==> config.mk <==
export PLATFORM = sky130hd
export DESIGN_NAME = synth_top
export DESIGN_NICKNAME = d
export VERILOG_FILES = /design/src/hdl/audio_pkg.sv /design/src/hdl/regbus_pkg.sv /design/src/hdl/reg_write_framer.sv /design/src/hdl/sigma_delta_dac.sv /design/src/hdl/synth_top.sv /design/src/hdl/tone_voice.sv /design/src/hdl/uart_rx.sv
export SDC_FILE = /design/constraint.sdc
export NUM_CORES = 1
export LEC_CHECK = 0
export BUFFER_PORTS_ARGS = -buffer_cell sky130_fd_sc_hd__buf_2
export CAP_MARGIN = 20
export CORE_ASPECT_RATIO = 1.5
export CORE_MARGIN = 8
export CORE_UTILIZATION = 26
export CTS_BUF_LIST = sky130_fd_sc_hd__clkbuf_16
export DETAILED_ROUTE_END_ITERATION = 7
export PLACE_DENSITY = 0.44
export SYNTH_ARGS = -nofsm -noshare
export SYNTH_HDL_FRONTEND = slang
export SYNTH_HIERARCHICAL = 1
export SYNTH_SLANG_ARGS = --single-unit
==> constraint.sdc <==
create_clock -name CLK_IN -period 4.6 [get_ports CLK_IN]
set_clock_uncertainty 0.15 [all_clocks]
set_input_delay 0.46 -clock CLK_IN [delete_from_list [all_inputs] [get_ports CLK_IN]]
set_output_delay 0.46 -clock CLK_IN [all_outputs]
set_load 0.02 [all_outputs]
==> src/hdl/audio_pkg.sv <==
package audio_pkg;

	// unsigned sample shared by the voice and the DAC
	typedef logic [11:0] sample_t;

	typedef logic [3:0] volume_t;   // 0 is silent, 15 is full scale

	// waveform select, carried in bits 1..0 of the control register
	typedef enum logic [1:0] {
		WAVE_OFF      = 2'd0,
		WAVE_SAW      = 2'd1,
		WAVE_PULSE    = 2'd2,
		WAVE_TRIANGLE = 2'd3
	} wave_sel_t;

endpackage

==> src/hdl/regbus_pkg.sv <==
package regbus_pkg;

	typedef logic [7:0] byte_t;     // one serial data byte
	typedef logic [4:0] reg_addr_t;

	// one register write, as handed from the framer to the voice
	typedef struct packed {
		reg_addr_t addr;
		byte_t     data;
	} reg_write_t;

	// register map of the voice
	localparam reg_addr_t REG_FREQ_LO = 5'd0;   // frequency word bits 7..0
	localparam reg_addr_t REG_FREQ_HI = 5'd1;   // frequency word bits 15..8
	localparam reg_addr_t REG_CONTROL = 5'd2;   // bits 1..0 select the waveform
	localparam reg_addr_t REG_VOLUME  = 5'd3;   // bits 3..0

	// addresses 4 to 31 are accepted but change nothing

endpackage

==> src/hdl/reg_write_framer.sv <==
`timescale 1ns/1ps

module reg_write_framer (
	input  logic                   CLK_IN,
	input  logic                   rst_n,
	input  logic                   byte_valid,
	input  regbus_pkg::byte_t      rx_byte,
	input  logic                   wr_ack,
	output logic                   wr_req,
	output regbus_pkg::reg_write_t wr,
	output regbus_pkg::byte_t      leds
);

	typedef enum logic {WAIT_ADDR, WAIT_DATA} frame_state_t;

	frame_state_t          state;
	regbus_pkg::reg_addr_t addr_q;      // address byte waiting for its data
	logic                  pair_done;
	logic                  can_issue;

	assign pair_done = byte_valid && (state == WAIT_DATA);
	assign can_issue = !wr_req && !wr_ack;   // previous handshake fully closed

	always_ff @(posedge CLK_IN or negedge rst_n) begin
		if (!rst_n) begin
			state  <= WAIT_ADDR;
			wr_req <= 1'b0;
			leds   <= '0;
		end else begin
			if (byte_valid)
				state <= (state == WAIT_ADDR) ? WAIT_DATA : WAIT_ADDR;

			if (pair_done) begin
				leds <= rx_byte;
				if (can_issue)
					wr_req <= 1'b1;
				// a pair arriving with a handshake still open is dropped
			end else if (wr_req && wr_ack) begin
				wr_req <= 1'b0;
			end
		end
	end

	always_ff @(posedge CLK_IN) begin
		if (byte_valid && state == WAIT_ADDR)
			addr_q <= rx_byte[4:0];   // upper three bits are ignored
		if (pair_done && can_issue) begin
			wr.addr <= addr_q;
			wr.data <= rx_byte;
		end
	end

endmodule

==> src/hdl/sigma_delta_dac.sv <==
`timescale 1ns/1ps

module sigma_delta_dac (
	input  logic               CLK_IN,
	input  logic               rst_n,
	input  audio_pkg::sample_t sample,
	output logic               audio
);

	audio_pkg::sample_t acc;       // residual error carried between cycles
	logic [12:0]        acc_sum;

	// carry out of the sum is the one-bit output
	assign acc_sum = {1'b0, acc} + {1'b0, sample};

	always_ff @(posedge CLK_IN or negedge rst_n) begin
		if (!rst_n) begin
			acc   <= '0;
			audio <= 1'b0;
		end else begin
			acc   <= acc_sum[11:0];
			audio <= acc_sum[12];   // density of ones tracks sample / 4096
		end
	end

endmodule

==> src/hdl/synth_top.sv <==
`timescale 1ns/1ps

module synth_top #(
	parameter int CLK_FREQ  = 12_000_000,
	parameter int BAUDRATE  = 3_000_000,
	parameter int TONE_FREQ = 1_000_000
) (
	input  logic              CLK_IN,
	input  logic              rst_n,
	input  logic              rx,
	output logic              audio,
	output regbus_pkg::byte_t leds
);

	logic                   byte_valid;
	regbus_pkg::byte_t      rx_byte;
	logic                   wr_req;
	logic                   wr_ack;
	regbus_pkg::reg_write_t wr;
	audio_pkg::sample_t     sample;

	uart_rx #(
		.CLK_FREQ (CLK_FREQ),
		.BAUDRATE (BAUDRATE)
	) u_uart_rx (
		.CLK_IN     (CLK_IN),
		.rst_n      (rst_n),
		.rx         (rx),
		.rx_byte    (rx_byte),
		.byte_valid (byte_valid)
	);

	// address/data pairing, also owns the led byte
	reg_write_framer u_framer (
		.CLK_IN     (CLK_IN),
		.rst_n      (rst_n),
		.byte_valid (byte_valid),
		.rx_byte    (rx_byte),
		.wr_ack     (wr_ack),
		.wr_req     (wr_req),
		.wr         (wr),
		.leds       (leds)
	);

	tone_voice #(
		.CLK_FREQ  (CLK_FREQ),
		.TONE_FREQ (TONE_FREQ)
	) u_voice (
		.CLK_IN (CLK_IN),
		.rst_n  (rst_n),
		.wr_req (wr_req),
		.wr     (wr),
		.wr_ack (wr_ack),
		.sample (sample)
	);

	sigma_delta_dac u_dac (
		.CLK_IN (CLK_IN),
		.rst_n  (rst_n),
		.sample (sample),
		.audio  (audio)
	);

endmodule

==> src/hdl/tone_voice.sv <==
`timescale 1ns/1ps

module tone_voice #(
	parameter int CLK_FREQ  = 12_000_000,
	parameter int TONE_FREQ = 1_000_000
) (
	input  logic                   CLK_IN,
	input  logic                   rst_n,
	input  logic                   wr_req,
	input  regbus_pkg::reg_write_t wr,
	output logic                   wr_ack,
	output audio_pkg::sample_t     sample
);

	localparam int DIV   = CLK_FREQ / TONE_FREQ;
	localparam int DIV_W = $clog2(DIV + 1);

	typedef logic [15:0] phase_t;

	phase_t                freq;          // phase step per tone clock
	phase_t                phase;
	audio_pkg::wave_sel_t  wave;
	audio_pkg::volume_t    vol;
	logic                  armed;         // set by the first accepted write
	logic [DIV_W-1:0]      div_cnt;
	logic                  tone_ce;
	logic [7:0]            wave_val;
	logic                  accept;

	assign accept  = wr_req && !wr_ack;
	assign tone_ce = (div_cnt == DIV_W'(DIV - 1));

	// register file and the slave side of the handshake
	always_ff @(posedge CLK_IN or negedge rst_n) begin
		if (!rst_n) begin
			wr_ack <= 1'b0;
			freq   <= '0;
			wave   <= audio_pkg::WAVE_OFF;
			vol    <= '0;
			armed  <= 1'b0;
		end else if (accept) begin
			wr_ack <= 1'b1;
			armed  <= 1'b1;
			case (wr.addr)
				regbus_pkg::REG_FREQ_LO: freq[7:0]  <= wr.data;
				regbus_pkg::REG_FREQ_HI: freq[15:8] <= wr.data;
				regbus_pkg::REG_CONTROL: wave <= audio_pkg::wave_sel_t'(wr.data[1:0]);
				regbus_pkg::REG_VOLUME:  vol  <= wr.data[3:0];
				default: ;   // unused address, write is still acknowledged
			endcase
		end else if (!wr_req && wr_ack) begin
			wr_ack <= 1'b0;
		end
	end

	// tone clock enable and phase accumulator
	always_ff @(posedge CLK_IN or negedge rst_n) begin
		if (!rst_n) begin
			div_cnt <= '0;
			phase   <= '0;
		end else if (tone_ce) begin
			div_cnt <= '0;
			phase   <= phase + freq;   // wraps, giving the tone period
		end else begin
			div_cnt <= div_cnt + 1'b1;
		end
	end

	always_comb begin
		case (wave)
			audio_pkg::WAVE_SAW:      wave_val = phase[15:8];
			audio_pkg::WAVE_PULSE:    wave_val = phase[15] ? 8'h00 : 8'hff;
			// fold the second half back down
			audio_pkg::WAVE_TRIANGLE: wave_val = phase[15] ? ~phase[14:7] : phase[14:7];
			default:                  wave_val = 8'h00;
		endcase
	end

	// 8 bit wave times 4 bit volume stays within 12 bits
	always_ff @(posedge CLK_IN or negedge rst_n) begin
		if (!rst_n)
			sample <= '0;
		else if (armed)
			sample <= audio_pkg::sample_t'(wave_val) * audio_pkg::sample_t'(vol);
		else
			sample <= '0;
	end

endmodule

==> src/hdl/uart_rx.sv <==
`timescale 1ns/1ps

module uart_rx #(
	parameter int CLK_FREQ = 12_000_000,
	parameter int BAUDRATE = 3_000_000
) (
	input  logic              CLK_IN,
	input  logic              rst_n,
	input  logic              rx,
	output regbus_pkg::byte_t rx_byte,
	output logic              byte_valid
);

	localparam int BIT_CLKS  = CLK_FREQ / BAUDRATE;
	localparam int HALF_CLKS = BIT_CLKS / 2;
	localparam int CNT_W     = $clog2(BIT_CLKS + 1);

	typedef enum logic [1:0] {IDLE, START, DATA, STOP} rx_state_t;

	rx_state_t         state;
	logic [1:0]        rx_sync;     // two-flop synchronizer, line idles high
	logic [CNT_W-1:0]  bit_cnt;     // clocks into the current bit
	logic [2:0]        bit_idx;
	regbus_pkg::byte_t shreg;
	logic              rx_s;
	logic              bit_end;

	assign rx_s    = rx_sync[1];
	assign bit_end = (bit_cnt == CNT_W'(BIT_CLKS - 1));

	always_ff @(posedge CLK_IN or negedge rst_n) begin
		if (!rst_n) begin
			rx_sync    <= 2'b11;
			state      <= IDLE;
			bit_cnt    <= '0;
			bit_idx    <= '0;
			byte_valid <= 1'b0;
		end else begin
			rx_sync    <= {rx_sync[0], rx};
			byte_valid <= 1'b0;
			case (state)
				IDLE: begin
					bit_cnt <= '0;
					if (!rx_s)
						state <= START;
				end
				START: begin
					// check the start bit again half a bit later
					if (bit_cnt == CNT_W'(HALF_CLKS - 1)) begin
						bit_cnt <= '0;
						bit_idx <= '0;
						state   <= rx_s ? IDLE : DATA;   // high again means a glitch
					end else begin
						bit_cnt <= bit_cnt + 1'b1;
					end
				end
				DATA: begin
					if (bit_end) begin
						bit_cnt <= '0;
						bit_idx <= bit_idx + 1'b1;
						if (bit_idx == 3'd7)
							state <= STOP;
					end else begin
						bit_cnt <= bit_cnt + 1'b1;
					end
				end
				STOP: begin
					if (bit_end) begin
						state      <= IDLE;
						byte_valid <= rx_s;   // low stop bit is a framing error
					end else begin
						bit_cnt <= bit_cnt + 1'b1;
					end
				end
			endcase
		end
	end

	// data path, lsb arrives first
	always_ff @(posedge CLK_IN) begin
		if (state == DATA && bit_end)
			shreg <= {rx_s, shreg[7:1]};
		if (state == STOP && bit_end && rx_s)
			rx_byte <= shreg;
	end

endmodule

# [Yosys cells after proc, flatten, opt, wreduce, memory -nomap -nowiden]
# Index checks and enable logic that the tools add are counted.
# Widths: inputs -> output; s select.
[classes] n_addsub=5 n_mul=1 div_mod_pow=0 n_lt_le_gt_ge=0 n_eq_ne=20 n_shift=0 mux=27 bitwise_logic=2 reduce_logical=24
[op_table] operator="$pmux 8 s3" n=1
[op_table] operator="$add 16x16->16" n=1
[op_table] operator="$mux 8" n=2
[op_table] operator="$mux 3" n=5
[op_table] operator="$add 12x12->13" n=1
[op_table] operator="$mul 8x4->12" n=1
[op_table] operator="$mux 12" n=1
[op_table] operator="$mux 2" n=6
[op_table] operator="$pmux 3 s4" n=1
[op_table] operator="$eq 5x2->1 const B" n=2
[op_table] operator="$logic_and 1x1->1" n=10
[op_table] operator="$reduce_and 2->1" n=5
[op_table] operator="$eq 2x2->1 const B" n=4
[op_table] operator="$mux 1" n=8
[op_table] operator="$ne 2x1->1 const B" n=4
[op_table] operator="$not 8->8" n=1
[op_table] operator="$pmux 2 s4" n=1
[op_table] operator="$add 3x1->3 const B" n=2
[op_table] operator="$ne 2x2->1 const B" n=3
[op_table] operator="$pmux 3 s2" n=1
[op_table] operator="$reduce_bool 2->1" n=3
[op_table] operator="$eq 5x1->1 const B" n=1
[op_table] operator="$logic_not 5->1" n=1
[op_table] operator="$reduce_and 5->1" n=1
[op_table] operator="other kinds (11)" n=13
[totals] regBits=124 latchBits=0 ram_bits=0 rom_bits=0 in_bits=3 out_inout_bits=9 wordCells=103 mem_count=0

# [Depth between registers and ports, before layout]
# Gate-level depths: netlist of the first run.
[logic_depth] word_depth=5 depth_mapped=16 mapped_depth_nobuf=16

# [Modules after synthesis]
# The synthesis of the first run kept the hierarchy.
[modules_own_cells] module="tone_voice" instances=1 cells_per_inst=402 area_per_inst_um2=3948.8 seq_area_each_um2=1401.3
[modules_own_cells] module="uart_rx" instances=1 cells_per_inst=63 area_per_inst_um2=1036.0 seq_area_each_um2=758.2
[modules_own_cells] module="sigma_delta_dac" instances=1 cells_per_inst=96 area_per_inst_um2=950.9 seq_area_each_um2=325.3
[modules_own_cells] module="reg_write_framer" instances=1 cells_per_inst=43 area_per_inst_um2=932.1 seq_area_each_um2=790.8

# [Least setup slack after synthesis of the first run]
# OpenSTA, ideal clock, no wires.
[synth_timing] path_kind="register to register" from="reg u_voice.wave[0]" to="reg u_voice.sample[9]" arrival_ns=3.667 path_slack_ns=0.654 stages_incl_launch_ff=15 cell_sequence="dfrtp_1 > clkinv_1 > nor2_1 > a22oi_1 > nand2b_1 > fa_1 > inv_1 > fa_1 > ha_1 > a21o_1 > a21oi_1 > o21bai_1 > a2111oi_0 > nor3_1 > mux2i_1"
[synth_between] elab_chain_len=4
[synth_lines] item="start: declaration" line="tone_voice.sv:22" rtl="audio_pkg::wave_sel_t wave;"
[synth_lines] item="start signal: assignment" line="tone_voice.sv:38" rtl="wave <= audio_pkg::WAVE_OFF;"
[synth_lines] item="start signal: assignment" line="tone_voice.sv:47" rtl="regbus_pkg::REG_CONTROL: wave <= audio_pkg::wave_sel_t'(wr.data[1:0]);"
[synth_lines] item="$eq 2x2->1 / $eq 2x1->1 (equally long branches)" line="tone_voice.sv:70" rtl="case (wave)"
[synth_lines] item="$pmux 8 s3 (*)" line="tone_voice.sv:70"
[synth_lines] item="$mul 8x4->12 (*)" line="tone_voice.sv:84" rtl="sample <= audio_pkg::sample_t'(wave_val) * audio_pkg::sample_t'(vol);"
[synth_lines] item="$mux 12 (*)" line="tone_voice.sv:83" rtl="else if (armed)"
[synth_lines] item="end signal: assignment" line="tone_voice.sv:84"
[synth_lines] item="end: declaration" line="tone_voice.sv:12" rtl="output audio_pkg::sample_t sample"
# Every way passes the cells marked *; elsewhere a longest branch is shown, timed or not.
# A chain may end at the register's enable or synchronous reset.

# [Final worst setup path of the first run]
# Same ends and word-level chain as after synthesis.

==> metrics.yaml, run 1 <==
power_mw: 2.79
place.port_buffers: 11
stdcell_area_mm2: 0.00790
rsz0062_at_grt: "false"
gp_congestion: 0.783
min_from: "u_uart_rx/rx_sync[0]"
min_path_type: "reg2reg"
htree_levels: 4
grt_max_degree: 50
vias_per_cell: 4.68
syn_area_per_cell_um2: 11.4
postCtsHoldBufs: 2
grt_pass1_wl_um: 23800
crit_type: "reg2reg"
grt_pass1_vias: 4820
fin_cells: 974
slew_violations: 0
place.detailed.hpwl_um: 10600
worstHoldEndpoint: "u_uart_rx/rx_sync[1]"
drc: 0
switching_share_pct: 25.4
r2r_start: "u_voice/wave[0]"
synth-edff-count: 34
cts_tree: "yes"
synth_top_area_share_pct: 32.1
drtPass1Iterations: 5
drt-initial-drc-count: 171
row_count: 73
utilization_pct: 30.1
clk_latency_ns: 0.42
net-switching-power_mw: 0.707
final.period_utilization_pct: 94.0
numCtsBuffers: 17
cts_resized: 0
required_ns: 4.74
cp-startpoint: "u_voice/wave[0]"
endpoint_kind: "flop"
power.density_mw_per_mm2: 353
grtUsageTotal_pct: 9.46
power_frac_comb_pct: 8.1
worstPathMaxFanout: 9
critPathLaunchType: "flop"
pwr-share-seq_pct: 46.0
intPower_mw: 2.08
worstMarginPinSlew_ns: 0.917
boundaryPins: 12
finalSetupViolCount: 0
dominantRegCellSynth: "dfrtp_1"
yosys.area.top_type: "dfrtp_1"
gr-total-overflow: 0
p_leak_nw: 3.63
synthToLayoutAreaGrowth_pct: 15.0
core_area_mm2: 0.0262
ys_top_cells_by_count: "dfrtp_1, ha_1, nand2_1"
whs_path_depth: 0
finalHoldViolCount: 0
clkTransAtPathRegs_ns: 0.06
synth_fp_nets: 672
syn_inst: 604
tns_ns: 0
p_clk_share_pct: 45.9
reg2reg_slack_ns: 0.28
async_reset_ff_share_pct: 72.6
wire_per_inst_um: 14.8
yosys_warnings: 6
initial_core_util_pct: 26.2
ys_ff_latch: 124
dieArea_mm2: 0.0320
arrival_ns: 4.46
status: "completed"
rr_worst_depth: 14
yosysMostFrequentCell: "dfrtp_1"
drive_gt1_share_pct: 14.4
max-cap-violations: 0
die_h_um: 215
diodes: 0
postRouteAntennaNets: 0
max-slew-margin-rel_pct: 38.6
ys_types: 69
postCtsSetupRepairBufs: 0
r2r-end: "u_voice/sample[9]"
vias: 4560
cts_root_buffer: "clkbuf_16"
ir_worst_vdd_uv: 253
dp.cells: 940
clockBufferDepth: 2
max_freq_ghz: 0.231
fin_nets: 692
min_period_ns: 4.32
post_dp_cell_area_mm2: 0.00731
antenna_found_initial: 0
routed_wl_um: 14400
synth_area_leaders: "dfrtp_1, edfxtp_1, ha_1"
syn_area_mm2: 0.00687
cts.sinks: 124
ys_seq_area_share_pct: 47.7
die-width_um: 149
## metal layers
metal  vias to the layer above  wire length [um]  track usage [%]
li1                       2206                 -                -
met1                      2263              5670             9.31
met2                        70              8040             18.0
met3                        21               329             2.02
met4                         0               378             4.88
met5                         -                 0                0
## sequential cells by signal (all words and copies together) (netlist names), 2 cells and up, named ones only
| register | cells |
|---|---|
| u_voice/freq | 16 |
| u_uart_rx/bit_cnt | 3 |
| u_voice/wave | 2 |
| u_voice/phase | 16 |
| u_dac/acc | 12 |
| u_voice/div_cnt | 4 |
| u_voice/sample | 12 |
| u_framer/leds | 8 |
| u_uart_rx/shreg | 8 |
| u_uart_rx/rx_byte | 8 |
| u_uart_rx/rx_sync | 2 |
| u_framer/wr | 13 |
| u_voice/vol | 4 |
| u_uart_rx/bit_idx | 3 |
| u_framer/addr_q | 5 |
## through the flow
stage	hold WS, ns	setup WS, ns
2_1_floorplan	0.0144	0.654
3_3_place_gp	0.198	0.366
3_5_place_dp	0.199	0.279
4_1_cts	0.211	0.273
5_1_grt	0.208	0.00752
6_report	0.208	0.276
## cells in the final DEF, fill, tap and decap left out, types with 4 or more instances in the layout
cell,n
a21o_1,17
a21oi_1,27
a22oi_1,7
and2_1,13
buf_2,10
clkbuf_16,18
clkinvlp_4,4
dfrtp_1,88
edfxtp_1,34
fa_1,14
ha_1,51
inv_1,34
mux2_2,31
nand2_1,38
nand2b_1,22
nand3_1,14
nand4_1,7
nor2_1,28
nor2b_1,25
nor3_1,9
nor3b_1,5
o211ai_1,5
o21ai_0,22
o31ai_1,4
or2_2,4
or4_1,5
xnor2_1,20
xor2_1,7
## power by group through the flow
| stage | registers [mW] | logic, mW | clock network [mW] |
|---|---|---|---|
| final | 1.28 | 0.225 | 1.28 |
| after global routing | 1.30 | 0.263 | 1.36 |
| after CTS | 1.28 | 0.232 | 1.33 |
| after detailed placement | 1.30 | 0.230 | 0 |
| after global placement | 1.30 | 0.217 | 0 |
| after floorplan | 1.27 | 0.177 | 0 |
## worst max-delay path: stages, from the launching register on
cell	delay, ns
dfrtp_1	0.36
clkinv_1	0.20
nor2_1	0.38
a22oi_1	0.21
nand2b_1	0.21
fa_1	0.54
inv_1	0.05
fa_1	0.52
ha_1	0.31
a21o_1	0.17
a21oi_1	0.22
o21bai_1	0.15
a2111oi_0	0.45
nor3_1	0.13
mux2i_1	0.14
## area by class of cell
class / count / area, um2
fill: 2635 / 18300
sequential: 124 / 3280
multi-input combinational: 433 / 3410
tap: 337 / 422
timing repair buffer: 15 / 92.6
inverter: 33 / 124
clock inverter: 14 / 120
clock buffer: 18 / 450
## how the worst max path moves through the flow
| stage | endpoint | slack, ns | cells after the start |
|---|---|---|---|
| 2_1_floorplan | u_voice/sample[9] | 0.65 | 14 |
| 3_3_place_gp | u_voice/sample[9] | 0.37 | 14 |
| 3_5_place_dp | u_voice/sample[9] | 0.28 | 14 |
| 4_1_cts | u_voice/sample[9] | 0.27 | 14 |
| 5_1_grt | u_voice/sample[9] | 0.008 | 14 |
| 6_report | u_voice/sample[9] | 0.28 | 14 |
## cells by family (layout without fill, tap and decap cells)
| logic type | Yosys count | count (layout) | share of synthesized area (%) |
|---|---|---|---|
| compound gates | 123 | 123 | 12.5 |
| xor+xnor | 27 | 27 | 3.44 |
| fa+ha+maj | 65 | 65 | 13.4 |
| buf+inv | 47 | 80 | 2.59 |
| flops | 124 | 124 | 47.7 |
| mux | 35 | 35 | 5.68 |
| simple gates | 183 | 183 | 14.7 |
(Power assumes the default switching activity.)
==> run 2: changes to the inputs <==
--- a/config.mk
+++ b/config.mk
@@ -7,12 +7,14 @@
 export LEC_CHECK = 0
 export BUFFER_PORTS_ARGS = -buffer_cell sky130_fd_sc_hd__buf_2
 export CAP_MARGIN = 20
+export CELL_PAD_IN_SITES_DETAIL_PLACEMENT = 0
+export CELL_PAD_IN_SITES_GLOBAL_PLACEMENT = 1
 export CORE_ASPECT_RATIO = 1.5
 export CORE_MARGIN = 8
 export CORE_UTILIZATION = 26
 export CTS_BUF_LIST = sky130_fd_sc_hd__clkbuf_16
 export DETAILED_ROUTE_END_ITERATION = 7
-export PLACE_DENSITY = 0.44
+export PLACE_DENSITY = 0.5
 export SYNTH_ARGS = -nofsm -noshare
 export SYNTH_HDL_FRONTEND = slang
 export SYNTH_HIERARCHICAL = 1
==> run 2 against run 1 <==
Total power rose by 2.7%. Sequential power barely moved. First-iteration DRC count fell by 32%. Cell count rose by 0.10%. Global-route usage rose by 0.29 points. Clock power rose by 6%. Count of clock-buffer cells in the layout fell by 1. Cell area rose by 0.40%. Critical path depth did not move. Die area did not move. Sequential share of layout area fell by 0.16 points. Largest cell class unchanged. Largest power group is now the clock network. Highest routed layer unchanged.
==> metrics.yaml, run 2 (synthesis results as in run 1) <==
status: "completed"
drc: 0  # unchanged
min_from: "u_uart_rx/rx_sync[0]"
postRouteAntennaNets: 0  # unchanged
cts_root_buffer: "clkbuf_16"
drt-initial-drc-count: 117  # -32%
p_leak_nw: 3.65  # +0.62%
final.period_utilization_pct: 93.7  # -0.34 points
worstHoldEndpoint: "u_uart_rx/rx_sync[1]"
vias_per_cell: 4.62  # -1.2%
fillCellCount: 2655  # +0.76%
die-width_um: 149  # unchanged
max-cap-violations: 0  # unchanged
max_freq_ghz: 0.232  # +0.36%
place.port_buffers: 11  # unchanged
clockBufferDepth: 2  # unchanged
boundaryPins: 12  # unchanged
gr-total-overflow: 0  # unchanged
max-slew-margin-rel_pct: 51.7  # +13 points
antenna_found_initial: 0  # unchanged
multi_input_area_mm2: 0.00341  # unchanged
gp_congestion: 0.792  # +1.2%
power_mw: 2.86  # +2.7%
final_common_cell: "dfrtp_1"
worstPathMaxFanout: 9  # unchanged
clkTransAtPathRegs_ns: 0.06  # about the same
r2r_start: "u_voice/wave[0]"
htree_levels: 4  # unchanged
drive_gt1_share_pct: 15.0  # +0.60 points
mostFrequentLayoutCells: "dfrtp_1, ha_1, nand2_1, edfxtp_1, inv_1"
cts_resized: 0  # unchanged
critPathLaunchType: "flop"
r2r-end: "u_voice/sample[9]"
finalHoldViolCount: 0  # unchanged
vias: 4509  # -1.1%
ff_latch_area_mm2: 0.00328  # unchanged
die_h_um: 215  # unchanged
power.density_mw_per_mm2: 361  # +2.3%
cts.sinks: 124  # unchanged
rsz0062_at_grt: "false"
finalSetupViolCount: 0  # unchanged
numCtsBuffers: 17  # unchanged
endpoint_kind: "flop"
grt_pass1_vias: 4805  # -0.31%
initial_core_util_pct: 26.2  # unchanged
diodes: 0  # unchanged
row_count: 73  # unchanged
reg2reg_slack_ns: 0.29  # +0.02 ns
drtPass1Iterations: 4  # -1
slew_violations: 0  # unchanged
largestRegisters: "u_voice/freq x16, u_voice/phase x16, u_framer/wr x13"
cts_tree: "yes"
min_period_ns: 4.31  # -0.0156 ns
whs_path_depth: 0  # unchanged
routed_wl_um: 14500  # +0.58%
tns_ns: 0  # unchanged
crit_type: "reg2reg"
arrival_ns: 4.46  # about the same
wire_per_inst_um: 14.9  # +0.48%
rr_worst_depth: 14  # unchanged
place.detailed.hpwl_um: 10600  # -0.21%
worstMarginPinSlew_ns: 0.725  # -0.193 ns
required_ns: 4.75  # about the same
dieArea_mm2: 0.0320  # unchanged
grt_max_degree: 53  # +6.0%
min_path_type: "reg2reg"
grtUsageTotal_pct: 9.76  # +0.29 points
core_area_mm2: 0.0262  # unchanged
fin_nets: 693  # +0.14%
grt_pass1_wl_um: 24800  # +3.8%
clk_latency_ns: 0.43  # about the same
synthToLayoutAreaGrowth_pct: 15.5
ir_worst_vdd_uv: 319  # +26%
## run 2: worst max-delay path, stage by stage (launching register included)
cell	delay, ns
dfrtp_1	0.36
clkinv_1	0.21
nor2_1	0.40
a22oi_1	0.22
nand2b_1	0.21
fa_1	0.54
inv_1	0.05
fa_1	0.52
ha_1	0.32
a21o_1	0.18
a21oi_1	0.22
o21bai_1	0.14
a2111oi_0	0.42
nor3_1	0.11
mux2i_1	0.14
## run 2: what timing repair did
item | 4_1_cts | 5_1_grt
hold buffers | 2 | 0
buffers inserted | 0 | 0
setup endpoints to repair | 0 | 0
endpoints found under the hold margin | 45 | 0
## run 2: worst max path at each step
stage | start | to | slack [ns] | cells past startpoint
after floorplan | u_voice/wave[0] | u_voice/sample[9] | 0.65 | 14
after global placement | u_voice/wave[0] | u_voice/sample[9] | 0.40 | 14
after detailed placement | u_voice/wave[0] | u_voice/sample[9] | 0.31 | 14
after CTS | u_voice/wave[0] | u_voice/sample[9] | 0.30 | 14
after global routing | u_voice/wave[0] | u_voice/sample[9] | 0.02 | 14
final | u_voice/wave[0] | u_voice/sample[9] | 0.29 | 14
## run 2: layout make-up
type                       instances  share of cell area, %
tap                              337                   5.32
multi-input combinational        433                   43.1
timing repair buffer              16                   1.26
inverter                          33                   1.56
clock inverter                    15                   2.13
sequential                       124                   41.3
clock buffer                      17                   5.36
## run 2: layer usage
layer  share of wire (%)  wire (um)  track usage [%]  vias to the layer above
met3                 2.6        377             2.50                       22
met2                  54       7820             17.5                       53
met5                   0          0                0                        -
met1                  42       6020             10.6                     2219
met4                 1.9        281             4.09                        0
li1                    -          -                -                     2215
## run 2: per-stage QoR
| stage | area [um2] | setup WS [ns] | util, % | hold slack, ns | cells |
|---|---|---|---|---|---|
| after floorplan | 6870 | 0.654 | - | 0.0144 | 604 |
| after global placement | 7320 | 0.399 | 27.9 | 0.200 | 941 |
| after detailed placement | 7320 | 0.310 | 27.9 | 0.199 | 941 |
| after CTS | 7930 | 0.299 | 30.3 | 0.209 | 975 |
| after global routing | 7930 | 0.0168 | 30.3 | 0.209 | 975 |
| final | 7930 | 0.291 | 30.3 | 0.207 | 975 |
## run 2: power by group
part / total [mW] / switching (mW) / internal [mW]
sequential: 1.28 / 0.0795 / 1.20
clock: 1.36 / 0.583 / 0.775
combinational: 0.224 / 0.117 / 0.107
==> run 3: changes to the inputs <==
==> constraint.sdc (replaced) <==
create_clock -name CLK_IN -period 4.6 [get_ports CLK_IN]
set_clock_uncertainty 0.15 [all_clocks]
set_input_delay 0.92 -clock CLK_IN [delete_from_list [all_inputs] [get_ports CLK_IN]]
set_output_delay 0.92 -clock CLK_IN [all_outputs]
set_load 0.02 [all_outputs]
==> run 3 against run 2 <==
Hold slack about the same. Largest power group is now sequential cells. Wire length down 1.9%. Highest routed layer unchanged. Core utilization down 0.23 points. Non-clock buffer count down 2. Critical endpoint unchanged. Largest cell class unchanged.
==> metrics.yaml, run 3 (synthesis results as in run 1) <==
wire_per_inst_um: 14.6  # -1.7%
worstPathMaxFanout: 9  # unchanged
crit_type: "reg2reg"
gr-total-overflow: 0  # unchanged
gp_congestion: 0.793  # +0.14%
stdcell_area_mm2: 0.00787  # -0.77%
arrival_ns: 4.39  # -0.07 ns
dp.cells: 941  # unchanged
max_stage_delay_ns: 0.54  # about the same
drc: 0  # unchanged
antenna_found_initial: 0  # unchanged
pre_cts_slack_ns: 0.265  # -0.0454 ns
final.period_utilization_pct: 92.3  # -1.3 points
cts.sinks: 124  # unchanged
drive_gt1_share_pct: 14.8  # -0.27 points
fillCellCount: 2707  # +2.0%
boundaryPins: 12  # unchanged
required_ns: 4.74  # about the same
tns_ns: 0  # unchanged
drt-initial-drc-count: 182  # +56%
pwr-share-seq_pct: 46.6  # +1.9 points
post_dp_cell_area_mm2: 0.00732  # unchanged
synthToLayoutAreaGrowth_pct: 14.6
p_leak_nw: 3.62  # -0.94%
final_common_cell: "dfrtp_1"
clk_latency_ns: 0.42  # about the same
place.port_buffers: 11  # unchanged
routed_wl_um: 14200  # -1.9%
net-switching-power_mw: 0.703  # -9.8%
grtUsageTotal_pct: 9.72  # -0.037 points
mostFrequentLayoutCells: "dfrtp_1, ha_1, nand2_1, inv_1, edfxtp_1"
htree_levels: 4  # unchanged
grt_pass1_wl_um: 24600  # -0.48%
max-cap-violations: 0  # unchanged
postCtsHoldBufs: 0  # -2
slew_violations: 0  # unchanged
critPathSlowestCell: "fa_1"
worstMarginPinSlew_ns: 0.860  # +0.135 ns
fin_nets: 691  # -0.29%
whs_path_depth: 0  # unchanged
rr_worst_depth: 14  # unchanged
max_freq_ghz: 0.235  # +1.4%
initial_core_util_pct: 26.2  # unchanged
rsz0062_at_grt: "false"
cp_cell_sequence: "clkinv_1 > nor2_2 > a22oi_1 > nand2b_1 > fa_1 > inv_1 > fa_1 > ha_1 > a21o_1 > a21oi_1 > o21bai_1 > a2111oi_0 > nor3_1 > mux2i_1"
max-slew-margin-rel_pct: 42.7  # -9.0 points
endpoint_kind: "flop"
setup_ws_ns: 0.352  # +0.0609 ns
finalSetupViolCount: 0  # unchanged
power_mw: 2.75  # -3.9%
ff_latch_area_mm2: 0.00328  # unchanged
numCtsBuffers: 17  # unchanged
vias_per_cell: 4.64  # +0.27%
place.detailed.hpwl_um: 10600  # about the same
drtPass1Iterations: 4  # unchanged
fin_cells: 973  # -0.21%
ir_worst_vdd_uv: 257  # -20%
power.density_mw_per_mm2: 349  # -3.2%
vias: 4512  # +0.067%
grt_pass1_vias: 4848  # +0.89%
clockBufferDepth: 2  # unchanged
core_area_mm2: 0.0262  # unchanged
p_clk_share_pct: 45.4  # -2.1 points
multi_input_area_mm2: 0.00342  # about the same
power_frac_comb_pct: 8.1  # +0.3 points
clkTransAtPathRegs_ns: 0.06  # about the same
min_period_ns: 4.25  # -0.0609 ns
cts_tree: "yes"
intPower_mw: 2.05  # -1.8%
hold_ws_ns: 0.207  # -0.000105 ns
switching_share_pct: 25.6  # -1.7 points
grt_max_degree: 65  # +23%
cp_common_cell: "fa_1"
die-width_um: 149  # unchanged
postRouteAntennaNets: 0  # unchanged
die_h_um: 215  # unchanged
diodes: 0  # unchanged
min_path_type: "reg2reg"
cts_root_buffer: "clkbuf_16"
utilization_pct: 30.0  # -0.23 points
status: "completed"
dieArea_mm2: 0.0320  # unchanged
critPathLaunchType: "flop"
row_count: 73  # unchanged
finalHoldViolCount: 0  # unchanged
largestRegisters: "u_voice/freq x16, u_voice/phase x16, u_framer/wr x13"
## run 3: cell count changes in the layout (fill, tap and decap cells not counted), sizes merged
| cell | delta |
|---|---|
| dlygate4sd3 | -2 |
| clkinvlp | +3 |
| inv | -8 |
| clkinv | +5 |
## run 3: per-layer routing
layer | global-route usage, % | up-vias | share of wire, %
li1 | - | 2213 | -
met1 | 10.4 | 2221 | 42
met4 | 4.95 | 0 | 2.8
met2 | 17.4 | 52 | 53
met5 | 0 | - | 0
met3 | 2.10 | 26 | 2.4
## run 3: area by class of cell
class | instances | share of cell area (%)
Clock buffer | 17 | 5.41
Inverter | 33 | 1.57
Sequential cell | 124 | 41.6
Timing Repair Buffer | 14 | 1.02
Clock inverter | 15 | 1.59
Multi-Input combinational cell | 433 | 43.4
Tap cell | 337 | 5.36
## run 3: final timing paths
check                           slack, ns                   end                  from
worst max-delay path                 0.35     u_voice/sample[9]       u_voice/wave[0]
worst max register to register       0.35     u_voice/sample[9]       u_voice/wave[0]
max in group asynchronous            2.97     u_voice/sample[1]                 rst_n
worst min-delay path                 0.21  u_uart_rx/rx_sync[1]  u_uart_rx/rx_sync[0]
min in group asynchronous            0.46      u_voice/phase[5]                 rst_n
worst min register to register       0.21  u_uart_rx/rx_sync[1]  u_uart_rx/rx_sync[0]
## run 3: power by group through the flow
| stage | Clock, mW | Combinational, mW | Sequential (mW) |
|---|---|---|---|
| finish | 1.25 | 0.222 | 1.28 |
| global route | 1.34 | 0.256 | 1.29 |
| CTS | 1.29 | 0.229 | 1.28 |
| detailed placement | 0 | 0.229 | 1.30 |
| global placement | 0 | 0.217 | 1.30 |
| floorplan | 0 | 0.177 | 1.27 |
## run 3: what timing repair did
action	4_1_cts	5_1_grt
buffers inserted	0	0
resized for setup	0	1
endpoints found under the setup margin	0	1
## run 3: critical path, delay by kind of cell (launching register included)
kind	cells	cell delay, ns
buffers and inverters	2	0.26
AOI/OAI and AO/OA	5	1.19
adders and majority gates	3	1.38
muxes	1	0.14
and+or+nand+nor	3	0.64
DFF	1	0.37
